--- src/include/ninjin_params.svh ---
`ifndef NINJIN_PARAMS_SVH
`define NINJIN_PARAMS_SVH

// Datapath widths
`define DWIDTH  16
`define WWIDTH  8
`define LWIDTH  10

// Memory address widths
`define IMGSIZE 10
`define NETSIZE 12

// Wishbone word address and data
`define WB_AW   16
`define WB_DW   32

// Top two address bits select the region
`define REGION_REG 0
`define REGION_IMG 1
`define REGION_NET 2

`define REG_WHICH      0
`define REG_REQ        1
`define REG_IN_OFFSET  2
`define REG_OUT_OFFSET 3
`define REG_NET_OFFSET 4
`define REG_TOTAL_OUT  5
`define REG_TOTAL_IN   6
`define REG_STATUS     15

`endif

--- src/verilog/ninjin_pkg.sv ---
`include "ninjin_params.svh"

package ninjin_pkg;

  typedef logic signed [`DWIDTH-1:0] img_word_t;
  typedef logic signed [`WWIDTH-1:0] weight_t;
  typedef logic [`IMGSIZE-1:0]       img_addr_t;
  typedef logic [`NETSIZE-1:0]       net_addr_t;
  typedef logic [`LWIDTH-1:0]        len_t;
  typedef logic signed [31:0]        acc_t;

  // Owner of the image and weight memories
  typedef enum logic [1:0] {
    WHICH_HOST     = 2'd0,
    WHICH_GOBOU    = 2'd1,
    WHICH_RESERVED = 2'd2
  } which_t;

  typedef struct packed {
    img_addr_t in_offset;
    img_addr_t out_offset;
    net_addr_t net_offset;
    len_t      total_out;
    len_t      total_in;
  } fc_cfg_t;

  typedef struct packed {
    logic      we;
    img_addr_t addr;
    img_word_t wdata;
  } img_req_t;

  typedef struct packed {
    logic      we;
    net_addr_t addr;
    weight_t   wdata;
  } net_req_t;

  typedef struct packed {
    logic              cyc;
    logic              stb;
    logic              we;
    logic [`WB_AW-1:0] adr;
    logic [`WB_DW-1:0] dat_w;
  } wb_req_t;

  typedef struct packed {
    logic              ack;
    logic [`WB_DW-1:0] dat_r;
  } wb_rsp_t;

endpackage

--- src/verilog/ninjin_ctrl.sv ---
`timescale 1ns/100ps
`include "ninjin_params.svh"

module ninjin_ctrl (
  input  logic                  clk,
  input  logic                  xrst,
  input  ninjin_pkg::wb_req_t   wb_req,
  output ninjin_pkg::wb_rsp_t   wb_rsp,
  output ninjin_pkg::fc_cfg_t   cfg,
  output logic                  start,
  input  logic                  done,
  input  ninjin_pkg::img_req_t  fc_img_req,
  input  ninjin_pkg::net_addr_t fc_net_addr,
  output ninjin_pkg::img_req_t  img_req,
  input  ninjin_pkg::img_word_t img_rdata,
  output ninjin_pkg::net_req_t  net_req
);
  import ninjin_pkg::*;

  logic              access;
  logic              ack;
  logic [1:0]        region;
  logic [3:0]        index;
  logic [1:0]        rd_region;
  logic [3:0]        rd_index;
  which_t            which;
  logic              req;
  logic              req_d;
  logic              host_img_we;
  logic              host_net_we;
  logic              status_ack;
  logic [`WB_DW-1:0] reg_rdata;
  logic [`WB_DW-1:0] rd_data;

  // New access only when no ack is pending
  assign access = wb_req.cyc & wb_req.stb & ~ack;
  assign region = wb_req.adr[`WB_AW-1 -: 2];
  assign index  = wb_req.adr[3:0];

  assign host_img_we = access & wb_req.we & (region == `REGION_IMG);
  assign host_net_we = access & wb_req.we & (region == `REGION_NET);

  always_ff @(posedge clk) begin
    if (!xrst) begin
      ack   <= 1'b0;
      which <= WHICH_HOST;
      req   <= 1'b0;
      req_d <= 1'b0;
      start <= 1'b0;
      cfg   <= '0;
    end else begin
      ack   <= access;
      req_d <= req;
      start <= req & ~req_d & (which == WHICH_GOBOU);
      if (access && wb_req.we && region == `REGION_REG) begin
        case (index)
          `REG_WHICH:      which          <= which_t'(wb_req.dat_w[1:0]);
          `REG_REQ:        req            <= wb_req.dat_w[0];
          `REG_IN_OFFSET:  cfg.in_offset  <= img_addr_t'(wb_req.dat_w);
          `REG_OUT_OFFSET: cfg.out_offset <= img_addr_t'(wb_req.dat_w);
          `REG_NET_OFFSET: cfg.net_offset <= net_addr_t'(wb_req.dat_w);
          `REG_TOTAL_OUT:  cfg.total_out  <= len_t'(wb_req.dat_w);
          `REG_TOTAL_IN:   cfg.total_in   <= len_t'(wb_req.dat_w);
          default: ;
        endcase
      end
    end
  end

  // Decode kept for the read data phase
  always_ff @(posedge clk) begin
    if (access) begin
      rd_region <= region;
      rd_index  <= index;
    end
  end

  always_comb begin
    case (which)
      WHICH_HOST:     status_ack = 1'b1;
      WHICH_GOBOU:    status_ack = done;
      WHICH_RESERVED: status_ack = 1'b0;
      default:        status_ack = 1'b0;
    endcase
  end

  always_comb begin
    reg_rdata = '0;
    case (rd_index)
      `REG_WHICH:      reg_rdata = `WB_DW'(which);
      `REG_REQ:        reg_rdata = `WB_DW'(req);
      `REG_IN_OFFSET:  reg_rdata = `WB_DW'(cfg.in_offset);
      `REG_OUT_OFFSET: reg_rdata = `WB_DW'(cfg.out_offset);
      `REG_NET_OFFSET: reg_rdata = `WB_DW'(cfg.net_offset);
      `REG_TOTAL_OUT:  reg_rdata = `WB_DW'(cfg.total_out);
      `REG_TOTAL_IN:   reg_rdata = `WB_DW'(cfg.total_in);
      `REG_STATUS:     reg_rdata = `WB_DW'(status_ack);
      default: ;
    endcase
  end

  // Weight region reads back as zero
  always_comb begin
    rd_data = '0;
    if (rd_region == `REGION_REG) begin
      rd_data = reg_rdata;
    end else if (rd_region == `REGION_IMG && which == WHICH_HOST) begin
      rd_data = {{(`WB_DW-`DWIDTH){img_rdata[`DWIDTH-1]}}, img_rdata};
    end
  end

  assign wb_rsp = '{ack: ack, dat_r: rd_data};

  // Memory ownership
  always_comb begin
    img_req = '0;
    net_req = '0;
    case (which)
      WHICH_HOST: begin
        img_req.we    = host_img_we;
        img_req.addr  = img_addr_t'(wb_req.adr);
        img_req.wdata = img_word_t'(wb_req.dat_w);
        net_req.we    = host_net_we;
        net_req.addr  = net_addr_t'(wb_req.adr);
        net_req.wdata = weight_t'(wb_req.dat_w);
      end
      WHICH_GOBOU: begin
        img_req      = fc_img_req;
        net_req.addr = fc_net_addr;
      end
      default: ;
    endcase
  end

  assert property (@(posedge clk) disable iff (!xrst)
                   which inside {WHICH_HOST, WHICH_GOBOU, WHICH_RESERVED})
    else $error("Undefined memory owner selected");

endmodule

--- config.mk ---
export PLATFORM = sky130hd
export DESIGN_NAME = ninjin_ctrl
export DESIGN_NICKNAME = d
export VERILOG_FILES = /design/src/verilog/ninjin_pkg.sv /design/src/verilog/ninjin_ctrl.sv
export VERILOG_INCLUDE_DIRS = /design/src /design/src/include
export SDC_FILE = /design/constraint.sdc
export NUM_CORES = 1
export LEC_CHECK = 0
export ABC_AREA = 1
export BUFFER_PORTS_ARGS = -buffer_cell sky130_fd_sc_hd__buf_2
export CELL_PAD_IN_SITES_DETAIL_PLACEMENT = 0
export CELL_PAD_IN_SITES_GLOBAL_PLACEMENT = 2
export CORE_UTILIZATION = 22
export CTS_BUF_LIST = sky130_fd_sc_hd__clkbuf_4
export DETAILED_ROUTE_END_ITERATION = 7
export PLACE_DENSITY = 0.84
export SKIP_LAST_GASP = 1
export SYNTH_ARGS = -nofsm -noshare
export SYNTH_HDL_FRONTEND = slang
export SYNTH_SLANG_ARGS = --single-unit
--- constraint.sdc ---
create_clock -name clk -period 3.8 [get_ports clk]
set_clock_uncertainty 0.15 [all_clocks]
set_input_delay 0.19 -clock clk [delete_from_list [all_inputs] [get_ports clk]]
set_output_delay 0.19 -clock clk [all_outputs]
set_load 0.01 [all_outputs]
[After elaboration in Yosys (flattened, before gate mapping)]
Cells that the tools add are included.
Operators by class
  bitwise gates (word level): 9
  reduce and logical (&&, ||, !) cells: 15
  equality and inequality tests: 17
  mux-type cells: 8
Operator list (count)
  $pmux 12 s8: 1
  $mux 32: 2
  $pmux 27 s2: 1
  $eq 4x3->1 const B: 6
  $pmux 12 s2: 1
  $eq 4x2->1 const B: 4
  $reduce_and 2->1: 7
  $eq 4x1->1 const B: 2
  $logic_not 4->1: 2
  $mux 8: 1
  $and 1x1->1: 7
  $eq 2x1->1 const B: 3
  $logic_not 2->1: 3
  $eq 4x4->1 const B: 1
  $logic_and 1x1->1: 3
  $eq 2x2->1 const B: 1
  $not 1->1: 2
  $pmux 1 s2: 1
  $mux 1: 1
Word-level totals
  logic and storage cells: 61
  register bits after elaboration: 64
  output and inout port bits: 134
  bits of input ports: 109

[Logic depth before layout (Yosys ltp)]
  depth after elaboration: 5
  gate-level depth with buffers: 9
  mapped depth without buffers: 9

[Least setup slack after synthesis]
Ideal clock, no wire load.
  path kind: reg2out
  from: register which[0]
  to: output wb_rsp[16] (netlist name)
  required time: 3.460 ns
  path slack: 1.809 ns
  data arrival time: 1.651 ns
  stages on the path, launching flop included: 6
  path through: dfxtp_1 > buf_2 > nor2_4 > nand2_1 > nor2_1 > buf_4
RTL lines
  start: declaration: RTL line ninjin_ctrl.sv:26  | which_t which;
  start signal: assignment: RTL line ninjin_ctrl.sv:57  | `REG_WHICH: which <= which_t'(wb_req.dat_w[1:0]);
  end: declaration: RTL line ninjin_ctrl.sv:8  | output ninjin_pkg::wb_rsp_t wb_rsp,

==> summary.txt <==
Outcome
  – Status: completed

Cells and area
  – Register area: 1340 um2
  – Nets@finish: just under 1,000
  – Share of cells above drive strength 1: 30.0%
  – Fillers: 2,032
  – Area growth from synthesis to layout: 34.9%
  – Area of the multi-input gates: 2070 um2

STA
  – Pins Over Slew Limit: 0
  – Final setup violation count: 0
  – Hold Slack: 0.0360 ns
  – Tcrit/Tclk final: 72.5%
  – Max Clk Rate: roughly 0.36 GHz
  – Sum of negative setup slack: 0 ns
  – Max-slew headroom: 39.2%
  – Clock period minus worst slack: roughly 2.8 ns
  – RSZ-0062 raised after global routing: false
  – Hold Vio Cnt, Final: 0
  – Slew @ Worst Pin: approximately 0.91 ns

Detailed routing
  – Residual DRC: 0
  – Post-DRT Antenna Nets: 0
  – Pre-antenna DRT Iters: 4
  – Wirelength per Cell: 13.1 um
  – Detail Route met3 WL: 837 um
  – Vias: 4,503
  – Initial DRC Count: 183
  – M1 WL: around 6800 um
  – Routed wire length on met2: 6610 um
  – Total Routed Length: 14,400 um
  – Avg Vias per Cell: 4.10
  – Uppermost layer routed: met4

Yosys
  – Gate Count Post-Synth: 667
  – Synth top area share: 29.4%
  – Yosys cell types: 23
  – Mean Syn Cell Area: 5.92 um2
  – Most common cell in the synthesized netlist: nand2_1
  – Syn_nets: 776
  – Asr flop ratio synth: 0%
  – Post-synth EDFFs: 6
  – Post-Syn Area: 3950 um2
  – Synth warn: 0
  – Synth area leader: dfxtp_1
  – Top post-synthesis cells by area: dfxtp_1, nand2_1, nor2_1
  – Register area share after synthesis: 34.0%
  – Yosys reg bits: 64
  – Synth top cells by count: nand2_1, nor2_1, nand3_1
  – Ys flop type: dfxtp_1

Global routing
  – Global route overflow: 0
  – Largest net degree at the start of global routing: 44
  – GR Util All Layers: between 15 and 20%
  – Number of global-route vias before repair: 4,227
  – First-pass GRT wire length: between 20,000 and 25,000 um
  – Antenna violations before repair: 1

Pwr
  – Max VDD drop: ~0.13 mV
  – Total power per unit cell area: 256 nW/um2
  – Comb pwr share: 16.2%
  – Seq pwr share: 50.7%
  – Pleak: 2.86 nW
  – Internal cell power: roughly 0.00098 W
  – Switch Pwr: 0.000384 W
  – Sw frac: 28.2%
  – Clock network fraction of total power: 33.2%

Critical path
  – Crit. End Element: output pin
  – Crit path kind: reg -> out
  – Startpoint types: register
  – Reg-to-Reg Start: ack
  – Worst-path cell chain: nor2_1, nand2_1, nor2_1, nor2_1, nand2_1, nand2_1, nand2_1, buf_2
  – Worst Path Max Fanout: 11
  – Flop2flop setup slack: 2.10 ns
  – Most common cell type on the critical path: nand2_1
  – Crit-path max cell delay: around 0.65 ns
  – CP max stage cell: nor2_1
  – Critical Path RT: 3.46 ns
  – Reg2reg path depth: 8
  – Worst Path Arrival: 2.42 ns
  – Reg2reg end: cfg[30]

CTS
  – H-tree Lvls: 3
  – Clk_lat worst skew: 0.42 ns
  – Clock-pin transition on the worst setup and hold timing paths: between 0.1 and 0.15 ns
  – Clk sinks: 64
  – Setup bufs post-CTS: 0
  – CTS max path bufs: 2
  – Root buf cell: clkbuf_4
  – CTS tree: built
  – Num CTS Buffers: 9

Hold path
  – HP Start: wb_req[5]
  – Worst hold path cell count: 5
  – HP Class: in -> reg
  – Hold endpoint: cfg[37]

Job
  – Max_cap viols: 0

Die
  – Total die area: 18,500 um2
  – Die width: approximately 140 um
  – Initial core utilization: 22.7%
  – Die Height: 136 um
  – Num rows: 48
  – Core Area: 17,400 um2
  – Top Ports: between 200 and 250

Placement
  – HPWL Detailed: 11,000 um
  – Input/output buffers: about 220
  – Final Wtd Congestion: between 0.7 and 0.8
how the worst max path moves through the flow:
stage | slack [ns] | end | from
after floorplan | 1.81 | wb_rsp[16] | which[0]
after global placement | 1.46 | wb_rsp[1] | rd_index[3]
after detailed placement | 1.45 | wb_rsp[1] | rd_index[3]
after CTS | 0.97 | wb_rsp[1] | rd_index[3]
after global routing | 0.75 | wb_rsp[3] | rd_index[3]
final | 1.04 | wb_rsp[1] | rd_index[3]
power by group through the flow:
stage | logic [W] | clock network [W] | registers [W]
floorplan | 0.000114 | 0 | 0.000705
global placement | 0.000213 | 0 | 0.000705
detailed placement | 0.000214 | 0 | 0.000705
CTS | 0.000223 | 0.000463 | 0.000690
global route | 0.000247 | 0.000485 | 0.000690
finish | 0.000220 | 0.000451 | 0.000690
stage by stage:
step                worst slack, ns  area (um2)  power [W]  util (%)  instances
floorplan                      1.81        3950   0.000818         -        667
global placement               1.46        5100   0.000918      29.3       1071
detailed placement             1.45        5100   0.000919      29.3       1071
CTS                           0.966        5320    0.00138      30.6       1097
global route                  0.750        5330    0.00142      30.6       1098
finish                         1.04        5330    0.00136      30.6       1098
critical path, delay by kind of cell (launching register included):
family                 cells  cell delay (ns)
and+or+nand+nor            7             1.42
DFF                        1             0.45
buffers and inverters      1             0.12
area by class of cell:
| cell class | instances | share of cell area [%] |
|---|---|---|
| Inverter | 63 | 4.44 |
| Clock buffer | 10 | 1.41 |
| Multi-Input combinational cell | 489 | 38.9 |
| Clock inverter | 6 | 0.940 |
| Tap cell | 225 | 5.29 |
| Antenna cell | 1 | 0.0470 |
| Sequential cell | 64 | 25.2 |
| Timing Repair Buffer | 240 | 23.8 |
cell families (layout without fill, tap and decap cells):
group / Yosys count / in the layout / share of synthesized area, %
other: 0 / 1 / 0
flip-flops: 64 / 64 / 34.0
AO/OA/AOI/OAI: 34 / 34 / 5.07
buffers and inverters: 114 / 319 / 13.6
AND/OR/NAND/NOR: 455 / 455 / 47.4
cell usage in the layout (no fill, tap or decap), types with 5 or more instances in the layout:
cell type / instances
nor2_1: 159
nand3_1: 81
dlygate4sd3_1: 10
clkbuf_4: 10
inv_1: 56
edfxtp_1: 6
o21ai_0: 25
a31o_1: 5
nand2_1: 203
dfxtp_1: 58
buf_2: 224
buf_4: 6
nor2_4: 5
inv_2: 8
timing repair:
item	4_1_cts	5_1_grt
resized for setup	0	0
hold buffers	10	0
hold endpoints to repair	9	0
per-layer routing:
layer | global-route usage (%) | vias up
li1 | - | 2441
met1 | 19.5 | 1905
met2 | 27.3 | 146
met3 | 3.36 | 11
met4 | 4.63 | 0
met5 | 0 | -
registers in the layout, indices dropped and copies added (netlist names):
name,count
cfg,52
rd_index,4
rd_region,2
which,2
ack,1
req,1
req_d,1
start,1
Power figures use the tool's default switching activity.
