## config.mk

```make
export PLATFORM = sky130hd
export DESIGN_NAME = gobou_fc
export DESIGN_NICKNAME = d
export VERILOG_FILES = /design/src/verilog/ninjin_pkg.sv /design/src/verilog/gobou_fc.sv
export VERILOG_INCLUDE_DIRS = /design/src /design/src/include
export SDC_FILE = /design/constraint.sdc
export NUM_CORES = 1
export LEC_CHECK = 0
export BUFFER_PORTS_ARGS = -buffer_cell sky130_fd_sc_hd__buf_2
export CAP_MARGIN = 20
export CORE_UTILIZATION = 55
export DETAILED_ROUTE_END_ITERATION = 12
export PLACE_DENSITY = 0.77
export SKIP_LAST_GASP = 1
export SYNTH_ARGS = -nofsm -noshare
export SYNTH_HDL_FRONTEND = slang
export SYNTH_SLANG_ARGS = --single-unit
```

## constraint.sdc

```tcl
create_clock -name clk -period 4.1 [get_ports clk]
set_input_delay 0 -clock clk [delete_from_list [all_inputs] [get_ports clk]]
set_output_delay 0 -clock clk [all_outputs]
set_load 0.01 [all_outputs]
```

## src/include/ninjin_params.svh

```systemverilog
`ifndef NINJIN_PARAMS_SVH
`define NINJIN_PARAMS_SVH

// Datapath widths
`define DWIDTH  16
`define WWIDTH  8
`define LWIDTH  10

// Memory address widths
`define IMGSIZE 10
`define NETSIZE 12

// Wishbone word address and data
`define WB_AW   16
`define WB_DW   32

// Top two address bits select the region
`define REGION_REG 0
`define REGION_IMG 1
`define REGION_NET 2

`define REG_WHICH      0
`define REG_REQ        1
`define REG_IN_OFFSET  2
`define REG_OUT_OFFSET 3
`define REG_NET_OFFSET 4
`define REG_TOTAL_OUT  5
`define REG_TOTAL_IN   6
`define REG_STATUS     15

`endif

```

## src/verilog/ninjin_pkg.sv

```systemverilog
`include "ninjin_params.svh"

package ninjin_pkg;

  typedef logic signed [`DWIDTH-1:0] img_word_t;
  typedef logic signed [`WWIDTH-1:0] weight_t;
  typedef logic [`IMGSIZE-1:0]       img_addr_t;
  typedef logic [`NETSIZE-1:0]       net_addr_t;
  typedef logic [`LWIDTH-1:0]        len_t;
  typedef logic signed [31:0]        acc_t;

  // Owner of the image and weight memories
  typedef enum logic [1:0] {
    WHICH_HOST     = 2'd0,
    WHICH_GOBOU    = 2'd1,
    WHICH_RESERVED = 2'd2
  } which_t;

  typedef struct packed {
    img_addr_t in_offset;
    img_addr_t out_offset;
    net_addr_t net_offset;
    len_t      total_out;
    len_t      total_in;
  } fc_cfg_t;

  typedef struct packed {
    logic      we;
    img_addr_t addr;
    img_word_t wdata;
  } img_req_t;

  typedef struct packed {
    logic      we;
    net_addr_t addr;
    weight_t   wdata;
  } net_req_t;

  typedef struct packed {
    logic              cyc;
    logic              stb;
    logic              we;
    logic [`WB_AW-1:0] adr;
    logic [`WB_DW-1:0] dat_w;
  } wb_req_t;

  typedef struct packed {
    logic              ack;
    logic [`WB_DW-1:0] dat_r;
  } wb_rsp_t;

endpackage

```

## src/verilog/gobou_fc.sv

```systemverilog
`timescale 1ns/100ps

module gobou_fc (
  input  logic                  clk,
  input  logic                  xrst,
  input  logic                  start,
  input  ninjin_pkg::fc_cfg_t   cfg,
  output ninjin_pkg::img_req_t  img_req,
  input  ninjin_pkg::img_word_t img_rdata,
  output ninjin_pkg::net_addr_t net_addr,
  input  ninjin_pkg::weight_t   net_rdata,
  output logic                  done
);
  import ninjin_pkg::*;

  typedef enum logic [1:0] {
    S_IDLE,
    S_READ,
    S_DRAIN,
    S_WRITE
  } state_t;

  localparam acc_t SAT_MAX = acc_t'(2**($bits(img_word_t) - 1) - 1);

  state_t    state;
  len_t      in_cnt;
  len_t      out_cnt;
  net_addr_t row_base;
  logic      last_in;
  logic      last_out;
  logic      v1;
  logic      v2;
  logic      last1;
  logic      last2;
  acc_t      prod;
  acc_t      acc;
  img_word_t result;

  assign last_in  = in_cnt == cfg.total_in - len_t'(1);
  assign last_out = out_cnt == cfg.total_out - len_t'(1);

  always_ff @(posedge clk) begin
    if (!xrst) begin
      state <= S_IDLE;
      v1    <= 1'b0;
      v2    <= 1'b0;
    end else begin
      // Memory data is one cycle behind the address, product one more
      v1 <= state == S_READ;
      v2 <= v1;
      case (state)
        S_IDLE:  if (start) state <= S_READ;
        S_READ:  if (last_in) state <= S_DRAIN;
        S_DRAIN: if (v2 && last2) state <= S_WRITE;
        S_WRITE: state <= last_out ? S_IDLE : S_READ;
        default: state <= S_IDLE;
      endcase
    end
  end

  always_ff @(posedge clk) begin
    last1 <= last_in;
    last2 <= last1;
    prod  <= img_rdata * net_rdata;
    if (state == S_IDLE && start) begin
      in_cnt   <= '0;
      out_cnt  <= '0;
      row_base <= cfg.net_offset;
      acc      <= '0;
    end else if (state == S_READ) begin
      in_cnt <= in_cnt + len_t'(1);
    end else if (state == S_WRITE) begin
      in_cnt   <= '0;
      out_cnt  <= out_cnt + len_t'(1);
      row_base <= row_base + net_addr_t'(cfg.total_in);
      acc      <= '0;
    end
    if (v2) begin
      acc <= acc + prod;
    end
  end

  // ReLU with saturation to the image word
  always_comb begin
    if (acc < 0) begin
      result = '0;
    end else if (acc > SAT_MAX) begin
      result = img_word_t'(SAT_MAX);
    end else begin
      result = img_word_t'(acc);
    end
  end

  assign img_req = '{
    we:    state == S_WRITE,
    addr:  (state == S_WRITE) ? cfg.out_offset + out_cnt : cfg.in_offset + in_cnt,
    wdata: result
  };

  assign net_addr = row_base + net_addr_t'(in_cnt);
  assign done     = state == S_IDLE;

  assert property (@(posedge clk) disable iff (!xrst) img_req.we |-> out_cnt < cfg.total_out)
    else $error("Image write past the last output");

endmodule

```

======== Word-level counts from Yosys, hierarchy flattened ========
Cells that the tools add are included.
storage, ports and cells
  flip-flop bits (word level) ............. 94
  latch bits .............................. 0
  bits in writable memories ............... 0
  bits in read-only memories .............. 0
  output and inout bits ................... 40
  memories ................................ 0
operators by class
  add/subtract/negate cells ............... 9
  multipliers ............................. 1
  divide/modulo/power cells ............... 0
  $lt $le $gt $ge ......................... 2
  equal/unequal tests ..................... 10
  shift operators ......................... 0
  multiplexer cells ....................... 17
  bitwise gates (word level) .............. 1
  reduce and logical (&&, ||, !) cells .... 10
operators with widths
  kind                   count
  $mux 32                4
  $mux 12                3
  $add 32x24->32         1
  $gt 32x16->1 const B   1
  $lt 32x1->1 const B    1
  $mux 16                2
  $mux 10                3
  $add 12x10->12         2
  $mul 16x8->24          1
  $add 10x1->10 const B  2
  $add 10x10->10         2
  $eq 10x10->1           2
  $sub 10x1->10 const B  2
  $ne 2x2->1 const B     4
  $pmux 2 s4             1
  $mux 2                 3
  $reduce_and 2->1       3
  $eq 2x2->1 const B     2
  $reduce_bool 2->1      2
  $ne 3x3->1 const B     1
  $reduce_and 3->1       1
  $reduce_bool 3->1      1
  $eq 2x1->1 const B     1
  $logic_and 1x1->1      2
  other kinds (3)        3

======== Depth between registers and ports, before layout ========
Gate-level depths: netlist (run 1).
  depth in word-level cells ............... 5
  depth in mapped cells ................... 19

======== Worst setup path after synthesis (run 1) ========
Ideal clock, no wire load.
  path kind ............................... input to register
  from .................................... input port net_rdata[7]
  to ...................................... register prod[19]
  arrival time ............................ 4.360 ns
  data required time ...................... 4.028 ns
  setup slack ............................. -0.333 ns
  cell stages on the path ................. 17
  cells stage by stage .................... inv_1 -> clkbuf_1 -> nor2_1 -> fa_1 -> fa_1 -> fa_1 -> inv_1 -> fa_1 -> inv_1 -> ha_1 -> o21a_1 -> nor2_1 -> nor3_1 -> or4_1 -> a31o_2 -> a21oi_1 -> xnor2_1
on the way
  cells in the longest elaborated chain, start to end .. 1
ends and longest elaborated chain
  element               line            RTL
  start, declared       gobou_fc.sv:11  input ninjin_pkg::weight_t net_rdata,
  $mul 16x8->24         gobou_fc.sv:64  prod <= img_rdata * net_rdata;
  end signal, assigned  gobou_fc.sv:64
  end, declared         gobou_fc.sv:35  acc_t prod;
Every way passes these cells.
A chain may end at the register's enable or synchronous reset.

======== Worst setup path in the final report (run 1) ========
Same ends and word-level chain as after synthesis.

==> key figures, run 1 <==
Power and ir drop
  • Power Dens Cells: 671 nW/µm²
  • Pleak: 6.55 nW
  • Worst IR drop on VDD: 0.367 mV

Flow run
  • Max-Cap Viols: 0

Detailed routing
  • ANT nets after route: 0
  • Wire length per cell: 14.1 µm
  • Vias/cell: 5.41
  • Final WL: 25800 µm
  • Initial DRC Count: 514
  • DRT Pass-1 Iters: 6
  • Via count: 9899
  • Drt drc: 0

STA
  • Final hold vios: 0
  • Max-slew headroom: 0.509
  • Hold WS: 26.4 ps
  • Setup violators final: 0
  • Fmax: 253 MHz
  • Final Slew Violations: 0
  • Worst-case clock skew: 8.43 ps
  • Tcrit/Tclk final: 0.964
  • Worst slew pin tran: 734 ps
  • Final worst path period need: 3950 ps

Placed design
  • DP HPWL: 21100 µm
  • IO Port Bufs: 117
  • Placed Cells: 1805
  • Gpl congestion: 0.893

Clock network
  • CTS Buf Count: 9
  • CTS sink cnt: 94
  • H-tree depth: 3
  • Worst-Skew Late Latency: 350 ps
  • Clock buffer depth: 2
  • Worst-path clk slew: 70 ps
  • Post-CTS Setup Bufs: 0
  • Root Driver: clkbuf_16
  • CTS tree: done

Logic synthesis
  • Post-synthesis mux area share: 0.0113
  • Post-synthesis compound-gate area fraction: 0.133
  • Avg Cell Area, Syn: 8.63 µm²
  • Syn Inst Count: 1360
  • Synth Flop Type: dfxtp_1
  • Distinct cells, synth: 62
  • Largest family of logic cells by synthesized area: adder cells
  • Syn nets: 1670
  • Number of synthesis warnings: 0
  • Synth Area in Simple Gates: 0.198
  • Synth Cell Area: 11700 µm²
  • Synth Register Bits: 94
  • Part of the Yosys area used for sequential elements: 0.198
  • XOR/XNOR Fraction of Synth Area: 0.0731
  • Post-synth EDFFs: 44
  • Synth Area in Adders: 0.315
  • Ys async rst share: 0

Worst setup path
  • Required time worst endpoint: 4380 ps
  • Reg-to-Reg Start: acc[0]$_SDFFCE_PN0P_
  • Crit path DAT: 4230 ps
  • Max Fanout on Critical Path: 3
  • Crit start category: input port
  • FF-to-FF End: acc[30]$_SDFFCE_PN0P_
  • Crit path capture type: flop
  • Worst-case reg-to-reg path depth: 11
  • Crit Path Class: input port to flop
  • Worst R2R Setup Slack: 800 ps

Floorplan
  • Chip width: 148 µm
  • I/O Pins: 119
  • Die Height: 148 µm
  • Core area: 21000 µm²
  • Row Count: 53
  • Die area: 21900 µm²
  • Starting density of the core: 0.560

Final layout
  • Nets: 1860
  • Layout Cells excl Fill: 1830
  • Final Core Density: 0.650
  • Antenna diodes: 0
  • Fillers: 1734
  • Fraction of layout instances using a drive strength above 1: 0.151
  • Area growth from synthesis to layout: 16.1%

Global route
  • First-pass GRT wire length: 43100 µm
  • Vias in the first global route: 9523
  • Initial antenna violation count: 0
  • Largest net degree at the start of global routing: 33
  • Total GRT Usage: 0.239
  • Total grt overflow: 0

Outcome
  • Outcome: finished clean

Worst hold path
  • Hold Path Origin: cfg[27]
  • Hold Crit Class: input port to flop
  • Worst Hold Path Cells: 3
  • Hold endpoint: row_base[7]$_DFFE_PP_
## worst max-delay path by stage
stage,startpoint,end,slack (ps)
2_1_floorplan,net_rdata[4],prod[19]$_DFF_P_,-50
3_3_place_gp,net_rdata[7],prod[19]$_DFF_P_,-210
3_5_place_dp,net_rdata[7],prod[19]$_DFF_P_,-300
4_1_cts,net_rdata[7],prod[19]$_DFF_P_,70
5_1_grt,net_rdata[2],prod[14]$_DFF_P_,-60
6_report,net_rdata[7],prod[19]$_DFF_P_,150
## cell usage after synthesis, drive strengths merged, types with 16 or more instances
cell      n  area, µm²
xnor2    62        543
o21ai    50        250
nand2b   17        106
ha      123       1540
dfxtp    50       1000
nand3    22        110
clkbuf   23       86.3
inv     193        724
fa      108       2160
nor2    128        480
nand2    88        330
o21a     16        120
nor3     22        110
a21o     36        270
edfxtp   44       1320
a21oi    68        340
and2     95        594
xor2     36        315
## metal layers
layer	wire [µm]	global-route usage	up-vias
met5	0	0	-
met3	801	0.0199	27
met4	261	0.0567	0
met2	12700	0.423	190
met1	12100	0.316	4736
li1	-	-	4946
## metrics by stage
stage	cell area [µm²]	power [mW]	setup WS, ps	setup TNS [ps]
3_3_place_gp	13200	8.03	-215	-1190
6_report	13600	9.14	146	0
2_1_floorplan	11800	6.35	-49.9	-49.9
5_1_grt	13600	10.0	-60.7	-170
4_1_cts	13600	9.05	65.5	0
3_5_place_dp	13200	8.22	-296	-2030
## registers in the layout, indices dropped and copies added, names as in the netlist, 2 cells and up
name      count
in_cnt       10
row_base     12
acc          32
prod         24
state         2
out_cnt      10
## report_power, final
part / internal [mW] / switching (mW) / leakage [nW]
logic: 3.13 / 3.51 / 5.57
clock network: 0.414 / 0.366 / 0.129
registers: 1.45 / 0.267 / 0.847
total: 4.99 / 4.14 / 6.55
## final cells by class
cell class / count / area, µm² / share of cell area
Inverter: 193 / 727 / 0.0534
Sequential cell: 94 / 2320 / 0.170
Timing Repair Buffer: 209 / 1330 / 0.0979
Tap cell: 275 / 344 / 0.0253
Clock inverter: 6 / 46.3 / 0.00340
Clock buffer: 10 / 229 / 0.0168
Multi-Input combinational cell: 1043 / 8620 / 0.633
## kinds of logic after synthesis
logic type / count (synthesis)
other: 1
flip-flops: 94
buffers and inverters: 223
AND/OR/NAND/NOR: 460
AO/OA/AOI/OAI: 240
multiplexers: 13
adder cells (fa/ha/maj): 231
XOR/XNOR: 98
## cells in the final DEF (no fill, tap or decap), types with 22 or more instances in the layout
cell        n
ha_1      123
xor2_1     36
a21o_1     36
edfxtp_1   44
fa_1      108
dfxtp_1    50
nand2_1    87
xnor2_1    62
o21ai_0    48
nor2_1    128
buf_4      81
buf_2     113
inv_1     192
and2_1     95
a21oi_1    66
nand3_1    22
## worst max-delay path: stages
cell and delay (ps):
buf_2 130, buf_4 140, nand2b_1 80, fa_1 440, fa_1 590, inv_1 70
fa_1 530, inv_1 50, fa_1 520, inv_1 40, ha_1 210, nor3_2 190
o21a_1 190, nor3_2 70, or4_4 490, a31o_2 250, a21oi_2 140, xnor2_1 120
## repair_timing
action / in CTS / in global routing
endpoints found under the setup margin: 0 / 9
hold buffers: 9 / 0
endpoints found under the hold margin: 12 / 0
resized for setup: 0 / 15
(Power assumes the default switching activity.)
==> run 2: changes to the inputs <==
- CTS_BUF_LIST: unset -> sky130_fd_sc_hd__clkbuf_8
==> run 2 against run 1 <==
  * Critical endpoint unchanged
  * Combinational power barely moved
  * Critical path depth fell by 1
  * Critical path type unchanged
  * Flip-flop and latch count did not move
  * Die area did not move
==> key figures, run 2 (synthesis results as in run 1) <==
Worst setup path
  • Crit path DAT: 4230 ps
  • Critical Path Source: net_rdata[5]
  • Reg-to-Reg Start: acc[0]$_SDFFCE_PN0P_
  • Crit start category: input port
  • Slowest-stage cell, CP: fa_1
  • Max incr delay on CP: 590 ps
  • Crit path cell chain: clkbuf_4, nand2_1, fa_1, fa_1, inv_1, fa_1, inv_1, fa_1, inv_1, ha_1, nor3_2, o21a_1, nor3_1, or4_4, a31o_2, a21oi_2, xnor2_1
  • Max Fanout on Critical Path: 11
  • Required time worst endpoint: 4390 ps
  • Crit path capture type: flop
  • Crit Path Class: input port to flop
  • Crit path top cell by count: fa_1

Global route
  • Vias in the first global route: 9487
  • Total GRT Usage: 0.238
  • Initial antenna violation count: 0
  • First-pass GRT wire length: 42900 µm
  • Total grt overflow: 0
  • Largest net degree at the start of global routing: 33

Worst hold path
  • Hold Path Origin: img_rdata[0]
  • Hold Crit Class: input port to flop

Floorplan
  • Die area: 21900 µm²
  • Starting density of the core: 0.560
  • Row Count: 53
  • Die Height: 148 µm
  • Core area: 21000 µm²
  • I/O Pins: 119
  • Chip width: 148 µm

STA
  • Worst-case clock skew: 15.2 ps
  • Max-slew headroom: 0.515
  • Fmax: 254 MHz
  • Setup violators final: 0
  • Final Slew Violations: 0
  • Final hold vios: 0
  • Worst slew pin tran: 725 ps
  • Final worst path period need: 3940 ps
  • Final WS setup: 159 ps
  • Tcrit/Tclk final: 0.961
  • Setup total negative slack: 0 ps

Final layout
  • Biggest register: acc
  • Largest registers: acc x32, prod x24, row_base x12
  • Commonest non-fill, non-tap cell in the layout: inv_1
  • Max FFs per register: 32
  • Area growth from synthesis to layout: 15.2%
  • Area of the multi-input gates: 8610 µm²
  • Most frequent cells in the layout: inv_1 (193), nor2_1 (128), ha_1 (123)
  • Fraction of layout instances using a drive strength above 1: 0.149
  • Layout Cells excl Fill: 1831
  • Antenna diodes: 0
  • Final instance area: 13500 µm²
  • Fillers: 1743
  • Register Area: 2320 µm²
  • Nets: 1861

Detailed routing
  • Via count: 9869
  • Initial DRC Count: 461
  • ANT nets after route: 0
  • DRT Pass-1 Iters: 7
  • Wire length per cell: 13.9 µm
  • Final WL: 25500 µm
  • Vias/cell: 5.39
  • Drt drc: 0

Clock network
  • Worst-path clk slew: 90 ps
  • H-tree depth: 3
  • Root Driver: clkbuf_8
  • CTS sink cnt: 94
  • Clock buffer depth: 2
  • CTS tree: done
  • Worst-Skew Late Latency: 360 ps
  • CTS Buf Count: 9

Flow run
  • Max-Cap Viols: 0

Placed design
  • Place WS: -296 ps
  • Placed cell area: 13200 µm²
  • IO Port Bufs: 117
  • Gpl congestion: 0.893
  • Placed Cells: 1805
  • DP HPWL: 21100 µm

Power and ir drop
  • Power Dens Cells: 656 nW/µm²
  • Pleak: 6.51 nW
  • Tot Pwr: 8.87 mW
  • Worst IR drop on VDD: 0.290 mV

Outcome
  • Outcome: finished clean
run 2: timing repair:
action                                 4_1_cts  5_1_grt
setup buffers                                0        0
endpoints found under the hold margin       13        0
hold buffers                                10        0
setup endpoints to repair                    0        7
gates resized for setup                      0       11
run 2: worst paths after layout:
kind                            to  slack (ps)  cells past startpoint
max               prod[19]$_DFF_P_         160                     17
min reg2reg          last2$_DFF_P_         330                      0
min                prod[0]$_DFF_P_          60                      3
max reg2reg  acc[30]$_SDFFCE_PN0P_         800                     11
run 2: metal layers:
metal	routed length (µm)	vias up	global-route usage	share of wire
li1	-	4939	-	-
met1	11800	4708	0.314	0.46
met2	12500	197	0.425	0.49
met3	874	25	0.0172	0.034
met4	291	0	0.0526	0.011
met5	0	-	0	0
run 2: cell type report:
cell class / count / share of cell area
multi-input cells: 1043 / 0.637
clock inverters: 7 / 0.00370
inverters: 193 / 0.0536
well taps: 275 / 0.0255
clock buffers: 9 / 0.00916
repair buffers: 210 / 0.0994
flip-flops and latches: 94 / 0.172
run 2: metrics by stage:
step           hold WS, ps   util
6_report              63.3  0.645
5_1_grt               44.9  0.645
4_1_cts               29.4  0.644
3_5_place_dp           260  0.630
3_3_place_gp           259  0.630
2_1_floorplan          122      -
run 2: worst max-delay path, delay by kind of cell:
family	cells	cell delay, ps
fa+ha+maj	5	2360
simple gates	4	860
compound gates	3	570
buf+inv	4	330
xor+xnor	1	120
run 2: power breakdown:
group          total (mW)  switching (mW)  internal (mW)  leakage, nW
combinational        6.61            3.48           3.13         5.57
clock               0.553           0.332          0.221       0.0870
sequential           1.71           0.267           1.45        0.847
